--- config.mk ---
export PLATFORM = sky130hd
export DESIGN_NAME = uart_tx
export DESIGN_NICKNAME = d
export VERILOG_FILES = /design/src/bridge_pkg.sv /design/src/uart_tx.sv
export SDC_FILE = /design/constraint.sdc
export NUM_CORES = 1
export LEC_CHECK = 0
export BUFFER_PORTS_ARGS = -buffer_cell sky130_fd_sc_hd__buf_2
export CORE_MARGIN = 3
export CORE_UTILIZATION = 55
export CTS_BUF_LIST = sky130_fd_sc_hd__clkbuf_4 sky130_fd_sc_hd__clkbuf_8 sky130_fd_sc_hd__clkbuf_16
export CTS_CLUSTER_SIZE = 30
export DETAILED_ROUTE_END_ITERATION = 7
export PLACE_DENSITY = 0.82
export SLEW_MARGIN = 20
export SYNTH_ARGS = -nofsm -noshare
export SYNTH_HDL_FRONTEND = slang
export SYNTH_SLANG_ARGS = --single-unit
--- constraint.sdc ---
create_clock -name clk -period 4.9 [get_ports clk]
set_clock_uncertainty 0.15 [all_clocks]
set_input_delay 0.98 -clock clk [delete_from_list [all_inputs] [get_ports clk]]
set_output_delay 0.98 -clock clk [all_outputs]
set_load 0.005 [all_outputs]
--- src/bridge_pkg.sv ---
package bridge_pkg;

    // serial timing
    localparam int CLKS_PER_BAUD = 33;
    // wide enough for one and a half bit times
    localparam int BAUD_CW = $clog2(2 * CLKS_PER_BAUD);

    // request bus and memory geometry
    localparam int BUS_AW = 16;
    localparam int BUS_DW = 16;
    localparam int MEM_DEPTH = 16384;
    localparam int MEM_AW = 14;
    localparam int MEM_DW = 12;
    localparam int READ_LATENCY = 2;

    typedef logic [BUS_AW-1:0] bus_addr_t;
    typedef logic [BUS_DW-1:0] bus_data_t;
    typedef logic [MEM_AW-1:0] mem_addr_t;
    typedef logic [MEM_DW-1:0] mem_data_t;

    // protocol characters
    localparam logic [7:0] CHAR_READ = 8'h52;
    localparam logic [7:0] CHAR_WRITE = 8'h57;
    localparam logic [7:0] CHAR_DATA = 8'h44;
    localparam logic [7:0] CHAR_CR = 8'h0D;
    localparam logic [7:0] CHAR_LF = 8'h0A;

    typedef enum logic [1:0] {PARSE_IDLE, PARSE_READ, PARSE_WRITE} parse_state_e;
    typedef enum logic [1:0] {RX_IDLE, RX_DATA, RX_STOP} rx_state_e;
    typedef enum logic [1:0] {TX_IDLE, TX_START, TX_DATA, TX_STOP} tx_state_e;

    // upper-case hex only
    function automatic logic is_hex(input logic [7:0] c);
        return ((c >= 8'h30) && (c <= 8'h39)) || ((c >= 8'h41) && (c <= 8'h46));
    endfunction

    function automatic logic [3:0] hex_to_nibble(input logic [7:0] c);
        logic [7:0] v;
        if (c <= 8'h39) begin
            v = c - 8'h30;
        end else begin
            // 'A' minus ten
            v = c - 8'h37;
        end
        return v[3:0];
    endfunction

    function automatic logic [7:0] nibble_to_hex(input logic [3:0] n);
        if (n < 4'd10) begin
            return {4'h3, n};
        end
        return 8'h37 + {4'h0, n};
    endfunction

endpackage

--- src/uart_tx.sv ---
`timescale 1ns/1ps

module uart_tx (
    input  logic       clk,
    input  logic       rst_n_i,
    input  logic [7:0] tx_data_i,
    input  logic       tx_start_i,
    output logic       tx_ready_o,
    output logic       tx_o
);

    bridge_pkg::tx_state_e state;
    logic [bridge_pkg::BAUD_CW-1:0] baud_cnt;
    logic [2:0] bit_cnt;
    logic [7:0] shreg;
    logic bit_end;

    assign tx_ready_o = (state == bridge_pkg::TX_IDLE);
    assign bit_end = (baud_cnt == '0);

    always_ff @(posedge clk or negedge rst_n_i) begin
        if (!rst_n_i) begin
            state <= bridge_pkg::TX_IDLE;
            baud_cnt <= '0;
            bit_cnt <= '0;
            tx_o <= 1'b1;
        end else begin
            if (state != bridge_pkg::TX_IDLE) begin
                baud_cnt <= bit_end
                    ? bridge_pkg::BAUD_CW'(bridge_pkg::CLKS_PER_BAUD - 1)
                    : baud_cnt - 1'b1;
            end
            case (state)
                bridge_pkg::TX_IDLE: begin
                    if (tx_start_i) begin
                        // start bit goes out right away
                        state <= bridge_pkg::TX_START;
                        baud_cnt <= bridge_pkg::BAUD_CW'(bridge_pkg::CLKS_PER_BAUD - 1);
                        tx_o <= 1'b0;
                    end
                end
                bridge_pkg::TX_START: begin
                    if (bit_end) begin
                        state <= bridge_pkg::TX_DATA;
                        bit_cnt <= '0;
                        tx_o <= shreg[0];
                    end
                end
                bridge_pkg::TX_DATA: begin
                    if (bit_end) begin
                        bit_cnt <= bit_cnt + 3'd1;
                        if (bit_cnt == 3'd7) begin
                            state <= bridge_pkg::TX_STOP;
                            tx_o <= 1'b1;
                        end else begin
                            tx_o <= shreg[0];
                        end
                    end
                end
                bridge_pkg::TX_STOP: begin
                    if (bit_end) begin
                        state <= bridge_pkg::TX_IDLE;
                    end
                end
                default: state <= bridge_pkg::TX_IDLE;
            endcase
        end
    end

    // shift register feeds tx_o lsb first
    always_ff @(posedge clk) begin
        if (tx_ready_o && tx_start_i) begin
            shreg <= tx_data_i;
        end else if (bit_end && ((state == bridge_pkg::TX_START)
                                 || (state == bridge_pkg::TX_DATA))) begin
            shreg <= {1'b0, shreg[7:1]};
        end
    end

    a_idle_line_high: assert property (@(posedge clk) disable iff (!rst_n_i)
        tx_ready_o |-> tx_o);

endmodule

==> impl_metrics.xml, run 1 <==
<?xml version="1.0" encoding="UTF-8"?>
<metrics>
  <group name="critical_path">
    <metric name="required_time_worst_endpoint" unit="ps">3770</metric>
    <metric name="reg2reg_setup_slack" unit="ps">2510</metric>
    <metric name="worstSetupPathType" unit="">reg -&gt; out</metric>
    <metric name="worst_setup_path_startpoint" unit="">state[0]</metric>
    <metric name="max_stage_delay" unit="ps">520</metric>
    <metric name="worstSetupStartpointType" unit="">flip-flop</metric>
    <metric name="crit_arrival" unit="ps">1560</metric>
    <metric name="critical_path.cell_chain" unit="">inv_1 &gt; ha_1 &gt; buf_2</metric>
    <metric name="r2r_start" unit="">baud_cnt[2]</metric>
    <metric name="worstSetupEndpointType" unit="">output port</metric>
    <metric name="path_max_fanout" unit="">17</metric>
    <metric name="top_delay_family_on_crit_path" unit="">adder cells</metric>
    <metric name="cp_num_buf_inv" unit="">2</metric>
    <metric name="critical_path.slowest_cell" unit="">ha_1</metric>
  </group>
  <group name="synthesis">
    <metric name="seq_area_frac_synth" unit="">0.5000</metric>
    <metric name="post_synth_instance_area" unit="µm²">1134</metric>
    <metric name="synth_fp_nets" unit="">112</metric>
    <metric name="yosys.area_share.simple" unit="">0.1325</metric>
    <metric name="main_combinational_cell_family_by_area_after_synthesis" unit="">simple AND/OR/NAND/NOR gates</metric>
    <metric name="synth_enable_flop_cells" unit="">8</metric>
    <metric name="postSynth.topFlopCell" unit="">dfrtp_1</metric>
    <metric name="synth_cell_types" unit="">31</metric>
    <metric name="synth_compound_area_frac" unit="">0.1236</metric>
    <metric name="post_synth_fa_ha_maj_area_fraction" unit="">0.08830</metric>
    <metric name="synth-async-reset-ratio" unit="">0.6190</metric>
    <metric name="avgSynthCellArea" unit="µm²">12.19</metric>
    <metric name="synthesis.instances" unit="">93</metric>
    <metric name="yosysWarnings" unit="">0</metric>
    <metric name="post_synth_mux_area_share" unit="">0.1115</metric>
    <metric name="synth.ff_latch_count" unit="">21</metric>
    <metric name="post_synth_xor_area_fraction" unit="">0.007726</metric>
  </group>
  <group name="timing">
    <metric name="finalHoldViolations" unit="">0</metric>
    <metric name="period_needed" unit="ps">2690</metric>
    <metric name="post-route-period-util" unit="">0.5489</metric>
    <metric name="totalNegativeSetupSlack" unit="ps">0</metric>
    <metric name="fin_ws" unit="ps">2210</metric>
    <metric name="setup_repair_after_global_routing_missed_its_margin" unit="">false</metric>
    <metric name="number_of_pins_with_negative_max_slew_slack_in_the_final_report" unit="">0</metric>
    <metric name="slew_headroom" unit="">0.5686</metric>
    <metric name="worst_hold_slack" unit="ps">372.7</metric>
    <metric name="worstMarginPinSlew" unit="ps">644.4</metric>
    <metric name="fmax" unit="MHz">371.8</metric>
    <metric name="setup_viol_count_final" unit="">0</metric>
  </group>
  <group name="cts">
    <metric name="clock_latency_of_the_later_clocked_register_in_the_worst_skew_pair" unit="ps">300</metric>
    <metric name="tritoncts" unit="">yes</metric>
    <metric name="cts_post_setup_buffers_inserted" unit="">0</metric>
    <metric name="clk_transition_reported_paths" unit="ps">110</metric>
    <metric name="cts_hold_repair.buffers" unit="">0</metric>
    <metric name="cts_made_buffers" unit="">3</metric>
    <metric name="ctsResizeCount" unit="">0</metric>
    <metric name="cts-root-to-sink-buffers" unit="">2</metric>
    <metric name="htree_num_levels" unit="">1</metric>
    <metric name="clockRootBuffer" unit="">clkbuf_4</metric>
    <metric name="cts_sinks" unit="">21</metric>
  </group>
  <group name="place">
    <metric name="pre_cts_setup_slack" unit="ps">2560</metric>
    <metric name="place.gp.congestion" unit="">0.8099</metric>
    <metric name="dpl_cell_area" unit="µm²">1206</metric>
    <metric name="hpwlAfterDp" unit="mm">1.411</metric>
    <metric name="port_buffers" unit="">12</metric>
  </group>
  <group name="detailed_routing">
    <metric name="antenna_violating_nets_post_route" unit="">0</metric>
    <metric name="drt_drc_violations_left" unit="">0</metric>
    <metric name="wirelength" unit="mm">1.944</metric>
    <metric name="num_vias" unit="">767</metric>
    <metric name="post_drt_wl_per_cell" unit="µm">14.84</metric>
    <metric name="vias_per_cell" unit="">5.855</metric>
    <metric name="dr.first_iter.drc_count" unit="">17</metric>
    <metric name="detail_route.first_pass.iterations" unit="">4</metric>
  </group>
  <group name="floorplanning">
    <metric name="floorplan.core_area" unit="µm²">1839</metric>
    <metric name="boundaryPins" unit="">13</metric>
    <metric name="dieArea" unit="µm²">2642</metric>
    <metric name="dieHeight" unit="µm">51.40</metric>
    <metric name="start_util" unit="">0.6163</metric>
    <metric name="std_cell_rows" unit="">15</metric>
    <metric name="die_width" unit="µm">51.40</metric>
  </group>
  <group name="min_path">
    <metric name="timing.hold.worst.class" unit="">reg -&gt; reg</metric>
    <metric name="hold_path_startpoint" unit="">bit_cnt[1]</metric>
  </group>
  <group name="global_route">
    <metric name="first_global_vias" unit="">738</metric>
    <metric name="grt_overflow_total" unit="">0</metric>
    <metric name="initial_antenna_violation_count" unit="">0</metric>
    <metric name="total_global_routing_track_utilization" unit="">0.1792</metric>
    <metric name="grt_start_max_net_pins" unit="">18</metric>
    <metric name="global_route_wire_length_before_repair" unit="mm">3.505</metric>
  </group>
  <group name="status">
    <metric name="outcome" unit="">finished, final reports clean</metric>
  </group>
  <group name="pwr">
    <metric name="power.density" unit="nW/µm²">614.0</metric>
    <metric name="ir_drop" unit="mV">0.3527</metric>
    <metric name="p_leak" unit="nW">0.5498</metric>
  </group>
  <group name="layout">
    <metric name="final_nets" unit="">126</metric>
    <metric name="final_core_util" unit="">0.6721</metric>
    <metric name="final_cell_area" unit="µm²">1236</metric>
    <metric name="flow.area_growth_from_synthesis" unit="%">9.051</metric>
    <metric name="layout-drive-gt1-share" unit="">0.3113</metric>
    <metric name="fill_cells" unit="">158</metric>
    <metric name="total_area_of_multi_input_combinational_cells" unit="µm²">525.5</metric>
    <metric name="antennaDiodeCount" unit="">0</metric>
    <metric name="seqCellArea" unit="µm²">566.8</metric>
  </group>
  <group name="flow_run">
    <metric name="maxCapViolations" unit="">0</metric>
  </group>
</metrics>
-- routing by layer --
metal | up-vias | share of wire | GRT usage
li1 | 373 | - | -
met1 | 360 | 0.47 | 0.2650
met2 | 29 | 0.46 | 0.2585
met3 | 5 | 0.056 | 0.03499
met4 | 0 | 0.017 | 0.06550
met5 | - | 0 | 0
-- registers in the layout (all words and copies together) (netlist names) --
register and count:
bit_cnt 3, baud_cnt 7, tx_o 1, state 2, shreg 8
-- report_power, final --
part	total, mW	internal (mW)	switching [mW]
Clock	0.0870	0.0373	0.0497
Sequential	0.318	0.261	0.0571
Combinational	0.354	0.174	0.180
-- final timing paths --
check | endpoint | cells past startpoint
max | tx_ready_o | 3
min | bit_cnt[1] | 1
max reg2reg | state[1] | 4
min reg2reg | bit_cnt[1] | 1
max in group asynchronous | tx_o | 1
min in group asynchronous | baud_cnt[4] | 1
-- layout make-up --
| class | instances | share of cell area |
|---|---|---|
| flip-flops and latches | 21 | 0.4585 |
| multi-input cells | 63 | 0.4251 |
| inverters | 6 | 0.01822 |
| repair buffers | 12 | 0.04858 |
| clock buffers | 4 | 0.02429 |
| well taps | 25 | 0.02530 |
-- synth_stat cells (2+ instances only) --
master,instances,area [µm²]
o21ai_0,3,15.01
ha_1,8,100.1
a21oi_1,2,10.01
clkbuf_1,2,7.510
o31ai_1,2,15.01
dfrtp_1,12,300.3
o21ai_2,2,17.52
nor4_1,2,12.51
inv_1,6,22.52
nor3b_1,2,15.01
mux2_2,9,101.4
nor2_1,6,22.52
nand2_1,6,22.52
edfxtp_1,8,240.2
nor3_1,3,15.01
a22o_1,4,35.03
o41ai_1,2,17.52
-- layout by cell type (no fill, tap or decap) --
master / instances
o41ai_1: 2
mux2i_1: 1
nand2b_1: 1
clkbuf_4: 4
dfrtp_1: 12
o31ai_1: 2
and2b_1: 1
nor3_1: 3
nor2_1: 6
or3_4: 1
nor4_1: 2
a21oi_1: 2
ha_1: 8
nand2_1: 6
o32ai_1: 1
edfxtp_1: 8
dfstp_2: 1
o221a_2: 1
o21ai_0: 3
mux2_2: 9
a22o_1: 4
xor2_1: 1
mux2_4: 1
o21ai_2: 2
nor3b_1: 2
and2_2: 1
inv_1: 6
nor4b_4: 1
buf_2: 12
and3_1: 1
o32a_1: 1
-- cells by family after synthesis --
kind of cell,count (synthesis)
xor gates and xnor gates,1
muxes,11
adders and majority gates,8
and+or+nand+nor,25
DFF,21
buffers and inverters,9
AOI/OAI and AO/OA,18
-- stage by stage --
stage	std cells	total power, mW
after detailed placement	127	0.6713
after global placement	127	0.6486
after global routing	131	0.8249
after CTS	131	0.7588
final	131	0.7591
after floorplan	93	0.5938
(Power assumes the default switching activity.)
==> inputs of run 2 (changes only) <==
--- a/config.mk
+++ b/config.mk
@@ -7,11 +7,11 @@
 export LEC_CHECK = 0
 export BUFFER_PORTS_ARGS = -buffer_cell sky130_fd_sc_hd__buf_2
 export CORE_MARGIN = 3
-export CORE_UTILIZATION = 55
+export CORE_UTILIZATION = 51
 export CTS_BUF_LIST = sky130_fd_sc_hd__clkbuf_4 sky130_fd_sc_hd__clkbuf_8 sky130_fd_sc_hd__clkbuf_16
 export CTS_CLUSTER_SIZE = 30
 export DETAILED_ROUTE_END_ITERATION = 7
-export PLACE_DENSITY = 0.82
+export PLACE_DENSITY = 0.8
 export SLEW_MARGIN = 20
 export SYNTH_ARGS = -nofsm -noshare
 export SYNTH_HDL_FRONTEND = slang
==> constraint.sdc (replaced) <==
create_clock -name clk -period 2.4 [get_ports clk]
set_clock_uncertainty 0.15 [all_clocks]
set_input_delay 0.48 -clock clk [delete_from_list [all_inputs] [get_ports clk]]
set_output_delay 0.48 -clock clk [all_outputs]
set_load 0.005 [all_outputs]
==> run 2 against run 1 <==
Against the previous run:
- die area grew 6.9%
- cell area grew 2.6%
- global-route usage shrank 0.74 points
- combinational power grew 110%
- register-to-register slack lost 2200 ps
- utilization shrank 5.1 points
- sequential share of layout area shrank 1.2 points
- clock power grew 100%
- final cell count grew 4.6%
- via count grew 2.3%
- critical path depth grew 1
- total power grew 110%
- critical endpoint unchanged
- largest power group unchanged
==> impl_metrics.xml, run 2 (synthesized netlist as in run 1, its figures left out) <==
<?xml version="1.0" encoding="UTF-8"?>
<metrics>
  <group name="status">
    <metric name="outcome" unit="">finished, final reports clean</metric>
  </group>
  <group name="detailed_routing">
    <metric name="vias_per_cell" unit="">5.730</metric>
    <metric name="dr.first_iter.drc_count" unit="">17</metric>
    <metric name="detail_route.first_pass.iterations" unit="">4</metric>
    <metric name="antenna_violating_nets_post_route" unit="">0</metric>
    <metric name="drt_drc_violations_left" unit="">0</metric>
    <metric name="wirelength" unit="mm">1.960</metric>
    <metric name="post_drt_wl_per_cell" unit="µm">14.31</metric>
    <metric name="num_vias" unit="">785</metric>
  </group>
  <group name="timing">
    <metric name="totalNegativeSetupSlack" unit="ps">0</metric>
    <metric name="period_needed" unit="ps">2119</metric>
    <metric name="finalHoldViolations" unit="">0</metric>
    <metric name="post-route-period-util" unit="">0.8828</metric>
    <metric name="setup_repair_after_global_routing_missed_its_margin" unit="">false</metric>
    <metric name="fmax" unit="MHz">472.0</metric>
    <metric name="number_of_pins_with_negative_max_slew_slack_in_the_final_report" unit="">0</metric>
    <metric name="worst_hold_slack" unit="ps">232.3</metric>
    <metric name="slew_headroom" unit="">0.6973</metric>
    <metric name="setup_viol_count_final" unit="">0</metric>
    <metric name="worstMarginPinSlew" unit="ps">453.0</metric>
  </group>
  <group name="floorplanning">
    <metric name="boundaryPins" unit="">13</metric>
    <metric name="start_util" unit="">0.5551</metric>
    <metric name="die_width" unit="µm">53.15</metric>
    <metric name="dieArea" unit="µm²">2824</metric>
    <metric name="dieHeight" unit="µm">53.15</metric>
    <metric name="floorplan.core_area" unit="µm²">2042</metric>
    <metric name="std_cell_rows" unit="">16</metric>
  </group>
  <group name="critical_path">
    <metric name="required_time_worst_endpoint" unit="ps">1770</metric>
    <metric name="worstSetupPathType" unit="">reg -&gt; out</metric>
    <metric name="crit_arrival" unit="ps">1490</metric>
    <metric name="path_max_fanout" unit="">11</metric>
    <metric name="worstSetupEndpointType" unit="">output port</metric>
    <metric name="depth_of_the_most_critical_reg_to_reg_path" unit="">4</metric>
    <metric name="worstSetupStartpointType" unit="">flip-flop</metric>
  </group>
  <group name="layout">
    <metric name="reg_top3" unit="">shreg x8, baud_cnt x7, bit_cnt x3</metric>
    <metric name="antennaDiodeCount" unit="">0</metric>
    <metric name="final_nets" unit="">130</metric>
    <metric name="layout.cells.most_common_list" unit="">dfrtp_1 (12), buf_2 (12), mux2_2 (9), ha_1 (8), edfxtp_1 (8)</metric>
    <metric name="registers.top_by_ff_count" unit="">shreg</metric>
    <metric name="fill_cells" unit="">171</metric>
    <metric name="layout-drive-gt1-share" unit="">0.3273</metric>
    <metric name="flip_flop_count_of_the_largest_register_all_copies_and_words_added" unit="">8</metric>
    <metric name="flow.area_growth_from_synthesis" unit="%">11.92</metric>
  </group>
  <group name="global_route">
    <metric name="grt_overflow_total" unit="">0</metric>
    <metric name="grt_start_max_net_pins" unit="">14</metric>
    <metric name="global_route_wire_length_before_repair" unit="mm">3.436</metric>
    <metric name="initial_antenna_violation_count" unit="">0</metric>
    <metric name="total_global_routing_track_utilization" unit="">0.1719</metric>
    <metric name="first_global_vias" unit="">755</metric>
  </group>
  <group name="cts">
    <metric name="clock_latency_of_the_later_clocked_register_in_the_worst_skew_pair" unit="ps">310</metric>
    <metric name="clk_transition_reported_paths" unit="ps">120</metric>
    <metric name="cts_made_buffers" unit="">3</metric>
    <metric name="clockRootBuffer" unit="">clkbuf_4</metric>
    <metric name="htree_num_levels" unit="">1</metric>
    <metric name="cts-root-to-sink-buffers" unit="">2</metric>
    <metric name="cts_sinks" unit="">21</metric>
    <metric name="tritoncts" unit="">yes</metric>
  </group>
  <group name="min_path">
    <metric name="holdPathStages" unit="">2</metric>
    <metric name="timing.hold.worst.class" unit="">in -&gt; reg</metric>
  </group>
  <group name="pwr">
    <metric name="ir_drop" unit="mV">0.6403</metric>
    <metric name="power.density" unit="nW/µm²">1235</metric>
    <metric name="p_leak" unit="nW">0.5692</metric>
  </group>
  <group name="flow_run">
    <metric name="maxCapViolations" unit="">0</metric>
  </group>
  <group name="place">
    <metric name="port_buffers" unit="">12</metric>
    <metric name="place.gp.congestion" unit="">0.8342</metric>
    <metric name="hpwlAfterDp" unit="mm">1.501</metric>
  </group>
</metrics>
[run 2: through the flow]
stage	setup WS (ps)	power [mW]	util	cell area, µm²	std cells
6_report	281.4	1.567	0.6213	1269	137
5_1_grt	175.9	1.690	0.6213	1269	137
4_1_cts	286.5	1.573	0.6213	1269	137
3_5_place_dp	362.7	1.397	0.6029	1231	132
3_3_place_gp	446.3	1.340	0.6029	1231	132
2_1_floorplan	451.0	1.212	-	1134	93
[run 2: worst paths after layout]
kind / startpoint / endpoint / slack [ps]
setup reg to reg: baud_cnt[2] / state[1] / 340
min in group asynchronous: rst_n_i / baud_cnt[4] / 420
hold / removal: tx_start_i / baud_cnt[1] / 230
setup / recovery: state[0] / tx_ready_o / 280
hold reg to reg: bit_cnt[1] / bit_cnt[1] / 390
max in group asynchronous: rst_n_i / tx_o / 1390
[run 2: cell type report]
type                       instances  area [µm²]  share of cell area
sequential                        21       566.8              0.4467
tap                               27       33.78             0.02663
clock buffer                       3       22.52             0.01775
inverter                           6       22.52             0.01775
multi-input combinational         63       525.5              0.4142
clock inverter                     1       5.005            0.003945
timing repair buffer              16       92.59             0.07298
[run 2: where the power goes]
part | switching (mW) | leakage [nW] | internal [mW]
Sequential | 0.117 | 0.235 | 0.533
Clock | 0.113 | 0.0177 | 0.0624
Combinational | 0.370 | 0.316 | 0.373
[run 2: timing repair]
action / CTS / global route
hold buffers: 1 / 0
endpoints found under the hold margin: 12 / 0
buffers inserted: 0 / 0
gates resized for setup: 0 / 0
[run 2: routing by layer]
layer  global-route usage  share of wire  vias up
met5                    0              0        -
met4               0.1106          0.026        0
met3              0.03099          0.034        5
met2               0.2665           0.47       20
met1               0.2184           0.47      382
li1                     -              -      378
[run 2: worst max-delay path, stage by stage (launching register included)]
cell	delay, ps
dfrtp_1	440
inv_1	110
ha_1	280
buf_4	220
buf_2	130
==> inputs of run 3 (changes only) <==
--- a/config.mk
+++ b/config.mk
@@ -7,11 +7,11 @@
 export LEC_CHECK = 0
 export BUFFER_PORTS_ARGS = -buffer_cell sky130_fd_sc_hd__buf_2
 export CORE_MARGIN = 3
-export CORE_UTILIZATION = 51
+export CORE_UTILIZATION = 55
 export CTS_BUF_LIST = sky130_fd_sc_hd__clkbuf_4 sky130_fd_sc_hd__clkbuf_8 sky130_fd_sc_hd__clkbuf_16
 export CTS_CLUSTER_SIZE = 30
 export DETAILED_ROUTE_END_ITERATION = 7
-export PLACE_DENSITY = 0.8
+export PLACE_DENSITY = 0.82
 export SLEW_MARGIN = 20
 export SYNTH_ARGS = -nofsm -noshare
 export SYNTH_HDL_FRONTEND = slang
==> constraint.sdc (replaced) <==
create_clock -name clk -period 2.1 [get_ports clk]
set_clock_uncertainty 0.15 [all_clocks]
set_input_delay 0.42 -clock clk [delete_from_list [all_inputs] [get_ports clk]]
set_output_delay 0.42 -clock clk [all_outputs]
set_load 0.005 [all_outputs]
==> run 3 against run 2 <==
Against the previous run:
- critical path type is now reg -> reg
- highest routed layer unchanged
- largest cell class unchanged
- global-route usage is 1.8 points higher
- clock power up 11%
- critical path depth unchanged
- total power increased by 18%
- count of clock-buffer cells in the layout rose by 1
- sequential power increased by 13%
- combinational power rose by 23%
- sequential cell count unchanged
- worst setup slack lost 210 ps
==> impl_metrics.xml, run 3 (synthesized netlist as in run 1, its figures left out) <==
<?xml version="1.0" encoding="UTF-8"?>
<metrics>
  <group name="cts">
    <metric name="clock_latency_of_the_later_clocked_register_in_the_worst_skew_pair" unit="ps">290</metric>
    <metric name="cts_sinks" unit="">21</metric>
    <metric name="clockRootBuffer" unit="">clkbuf_4</metric>
    <metric name="htree_num_levels" unit="">1</metric>
    <metric name="clk_transition_reported_paths" unit="ps">100</metric>
    <metric name="cts-root-to-sink-buffers" unit="">2</metric>
    <metric name="cts_made_buffers" unit="">3</metric>
    <metric name="tritoncts" unit="">yes</metric>
  </group>
  <group name="detailed_routing">
    <metric name="wl_met1" unit="µm">923</metric>
    <metric name="dr_wl_met3" unit="µm">80</metric>
    <metric name="detail_route.first_pass.iterations" unit="">4</metric>
    <metric name="top_layer" unit="">met4</metric>
    <metric name="antenna_violating_nets_post_route" unit="">0</metric>
    <metric name="dr_wl_met2" unit="mm">1.013</metric>
    <metric name="drt_drc_violations_left" unit="">0</metric>
    <metric name="num_vias" unit="">797</metric>
    <metric name="vias_per_cell" unit="">5.734</metric>
    <metric name="post_drt_wl_per_cell" unit="µm">14.78</metric>
    <metric name="wirelength" unit="mm">2.055</metric>
    <metric name="dr.first_iter.drc_count" unit="">13</metric>
  </group>
  <group name="pwr">
    <metric name="power.density" unit="nW/µm²">1413</metric>
    <metric name="ir_drop" unit="mV">0.8205</metric>
    <metric name="p_leak" unit="nW">0.5871</metric>
    <metric name="internal_power" unit="mW">1.168</metric>
    <metric name="power.switching_fraction" unit="">0.3667</metric>
    <metric name="combinationalPowerShare" unit="">0.496</metric>
    <metric name="power.share.sequential" unit="">0.398</metric>
    <metric name="p_clk_frac" unit="">0.106</metric>
    <metric name="total_switching_power" unit="mW">0.6762</metric>
  </group>
  <group name="layout">
    <metric name="final_core_util" unit="">0.7095</metric>
    <metric name="antennaDiodeCount" unit="">0</metric>
    <metric name="registers.top_by_ff_count" unit="">shreg</metric>
    <metric name="flip_flop_count_of_the_largest_register_all_copies_and_words_added" unit="">8</metric>
    <metric name="layout.cells.most_common_list" unit="">buf_2 (12), dfrtp_1 (11), mux2_2 (9), edfxtp_1 (8)</metric>
    <metric name="final_nets" unit="">134</metric>
    <metric name="layout-drive-gt1-share" unit="">0.3772</metric>
    <metric name="layout_commonest_cell" unit="">buf_2</metric>
    <metric name="final_cell_area" unit="µm²">1305</metric>
    <metric name="reg_top3" unit="">shreg x8, baud_cnt x7, bit_cnt x3</metric>
    <metric name="flow.area_growth_from_synthesis" unit="%">15.12</metric>
  </group>
  <group name="status">
    <metric name="outcome" unit="">finished, final reports clean</metric>
  </group>
  <group name="critical_path">
    <metric name="required_time_worst_endpoint" unit="ps">2140</metric>
    <metric name="worst_setup_path_startpoint" unit="">baud_cnt[3]</metric>
    <metric name="depth_of_the_most_critical_reg_to_reg_path" unit="">4</metric>
    <metric name="worstSetupEndpointType" unit="">flip-flop</metric>
    <metric name="worstSetupStartpointType" unit="">flip-flop</metric>
    <metric name="r2r_end" unit="">state[1]</metric>
    <metric name="r2r_start" unit="">baud_cnt[3]</metric>
    <metric name="crit_arrival" unit="ps">2070</metric>
    <metric name="reg2reg_setup_slack" unit="ps">70</metric>
    <metric name="path_max_fanout" unit="">4</metric>
    <metric name="worstSetupPathType" unit="">reg -&gt; reg</metric>
  </group>
  <group name="place">
    <metric name="place.gp.congestion" unit="">0.8670</metric>
    <metric name="pre_cts_setup_slack" unit="ps">97.87</metric>
    <metric name="dpl_cell_area" unit="µm²">1244</metric>
    <metric name="port_buffers" unit="">12</metric>
    <metric name="hpwlAfterDp" unit="mm">1.555</metric>
  </group>
  <group name="timing">
    <metric name="period_needed" unit="ps">2028</metric>
    <metric name="slew_headroom" unit="">0.7029</metric>
    <metric name="finalHoldViolations" unit="">0</metric>
    <metric name="setup_viol_count_final" unit="">0</metric>
    <metric name="post-route-period-util" unit="">0.9657</metric>
    <metric name="totalNegativeSetupSlack" unit="ps">0</metric>
    <metric name="number_of_pins_with_negative_max_slew_slack_in_the_final_report" unit="">0</metric>
    <metric name="worst_hold_slack" unit="ps">192.8</metric>
    <metric name="fmax" unit="MHz">493.1</metric>
    <metric name="fin_ws" unit="ps">72.04</metric>
    <metric name="worstMarginPinSlew" unit="ps">444.7</metric>
  </group>
  <group name="global_route">
    <metric name="initial_antenna_violation_count" unit="">0</metric>
    <metric name="first_global_vias" unit="">805</metric>
    <metric name="global_route_wire_length_before_repair" unit="mm">3.677</metric>
    <metric name="grt_overflow_total" unit="">0</metric>
    <metric name="grt_start_max_net_pins" unit="">14</metric>
    <metric name="total_global_routing_track_utilization" unit="">0.1900</metric>
  </group>
  <group name="min_path">
    <metric name="hold_path_startpoint" unit="">tx_start_i</metric>
    <metric name="worst_hold_path.endpoint" unit="">baud_cnt[1]</metric>
    <metric name="holdPathStages" unit="">2</metric>
    <metric name="timing.hold.worst.class" unit="">in -&gt; reg</metric>
  </group>
  <group name="floorplanning">
    <metric name="std_cell_rows" unit="">15</metric>
    <metric name="start_util" unit="">0.6163</metric>
    <metric name="dieHeight" unit="µm">51.40</metric>
    <metric name="die_width" unit="µm">51.40</metric>
    <metric name="floorplan.core_area" unit="µm²">1839</metric>
    <metric name="boundaryPins" unit="">13</metric>
    <metric name="dieArea" unit="µm²">2642</metric>
  </group>
  <group name="flow_run">
    <metric name="maxCapViolations" unit="">0</metric>
  </group>
</metrics>
## run 3: cell count changes in the layout (fill, tap and decap cells not counted), sizes merged
cell and change:
buf +4, clkbuf +1, clkinv -1
## run 3: power groups by stage
stage | registers, mW | logic, mW | clock network, mW
finish | 0.734 | 0.915 | 0.195
global route | 0.756 | 1.03 | 0.226
CTS | 0.733 | 0.889 | 0.207
detailed placement | 0.740 | 0.887 | 0
global placement | 0.727 | 0.841 | 0
floorplan | 0.717 | 0.668 | 0
## run 3: layout make-up
type	instances	area, µm²
Clock buffer	4	30.03
Tap cell	25	31.28
Timing Repair Buffer	20	122.6
Fill cell	148	534.3
Multi-Input combinational cell	63	530.5
Sequential cell	21	568.0
Inverter	6	22.52
## run 3: routing by layer
| layer | up-vias | global-route usage |
|---|---|---|
| met5 | - | 0 |
| met4 | 0 | 0.08297 |
| met3 | 6 | 0.03499 |
| met2 | 21 | 0.3114 |
| met1 | 382 | 0.2434 |
| li1 | 388 | - |
## run 3: how the worst max path moves through the flow
stage / cells past startpoint / to
floorplan: 5 / shreg[0]
global placement: 4 / shreg[4]
detailed placement: 4 / shreg[3]
CTS: 4 / tx_ready_o
global route: 4 / state[1]
finish: 4 / state[1]
## run 3: critical path, stage by stage, from the launching register on
cell and delay, ps:
dfrtp_1 430, or3_4 420, nor4b_4 340, o221a_2 260, mux2_2 320
## run 3: what timing repair did
item / CTS / global route
buffers inserted: 0 / 2
resized for setup: 0 / 3
hold endpoints to repair: 12 / 0
hold buffers: 1 / 0
endpoints found under the setup margin: 0 / 10
## run 3: through the flow
| step | power (mW) | instances |
|---|---|---|
| floorplan | 1.386 | 93 |
| global placement | 1.569 | 132 |
| detailed placement | 1.627 | 132 |
| CTS | 1.829 | 137 |
| global route | 2.012 | 139 |
| finish | 1.844 | 139 |
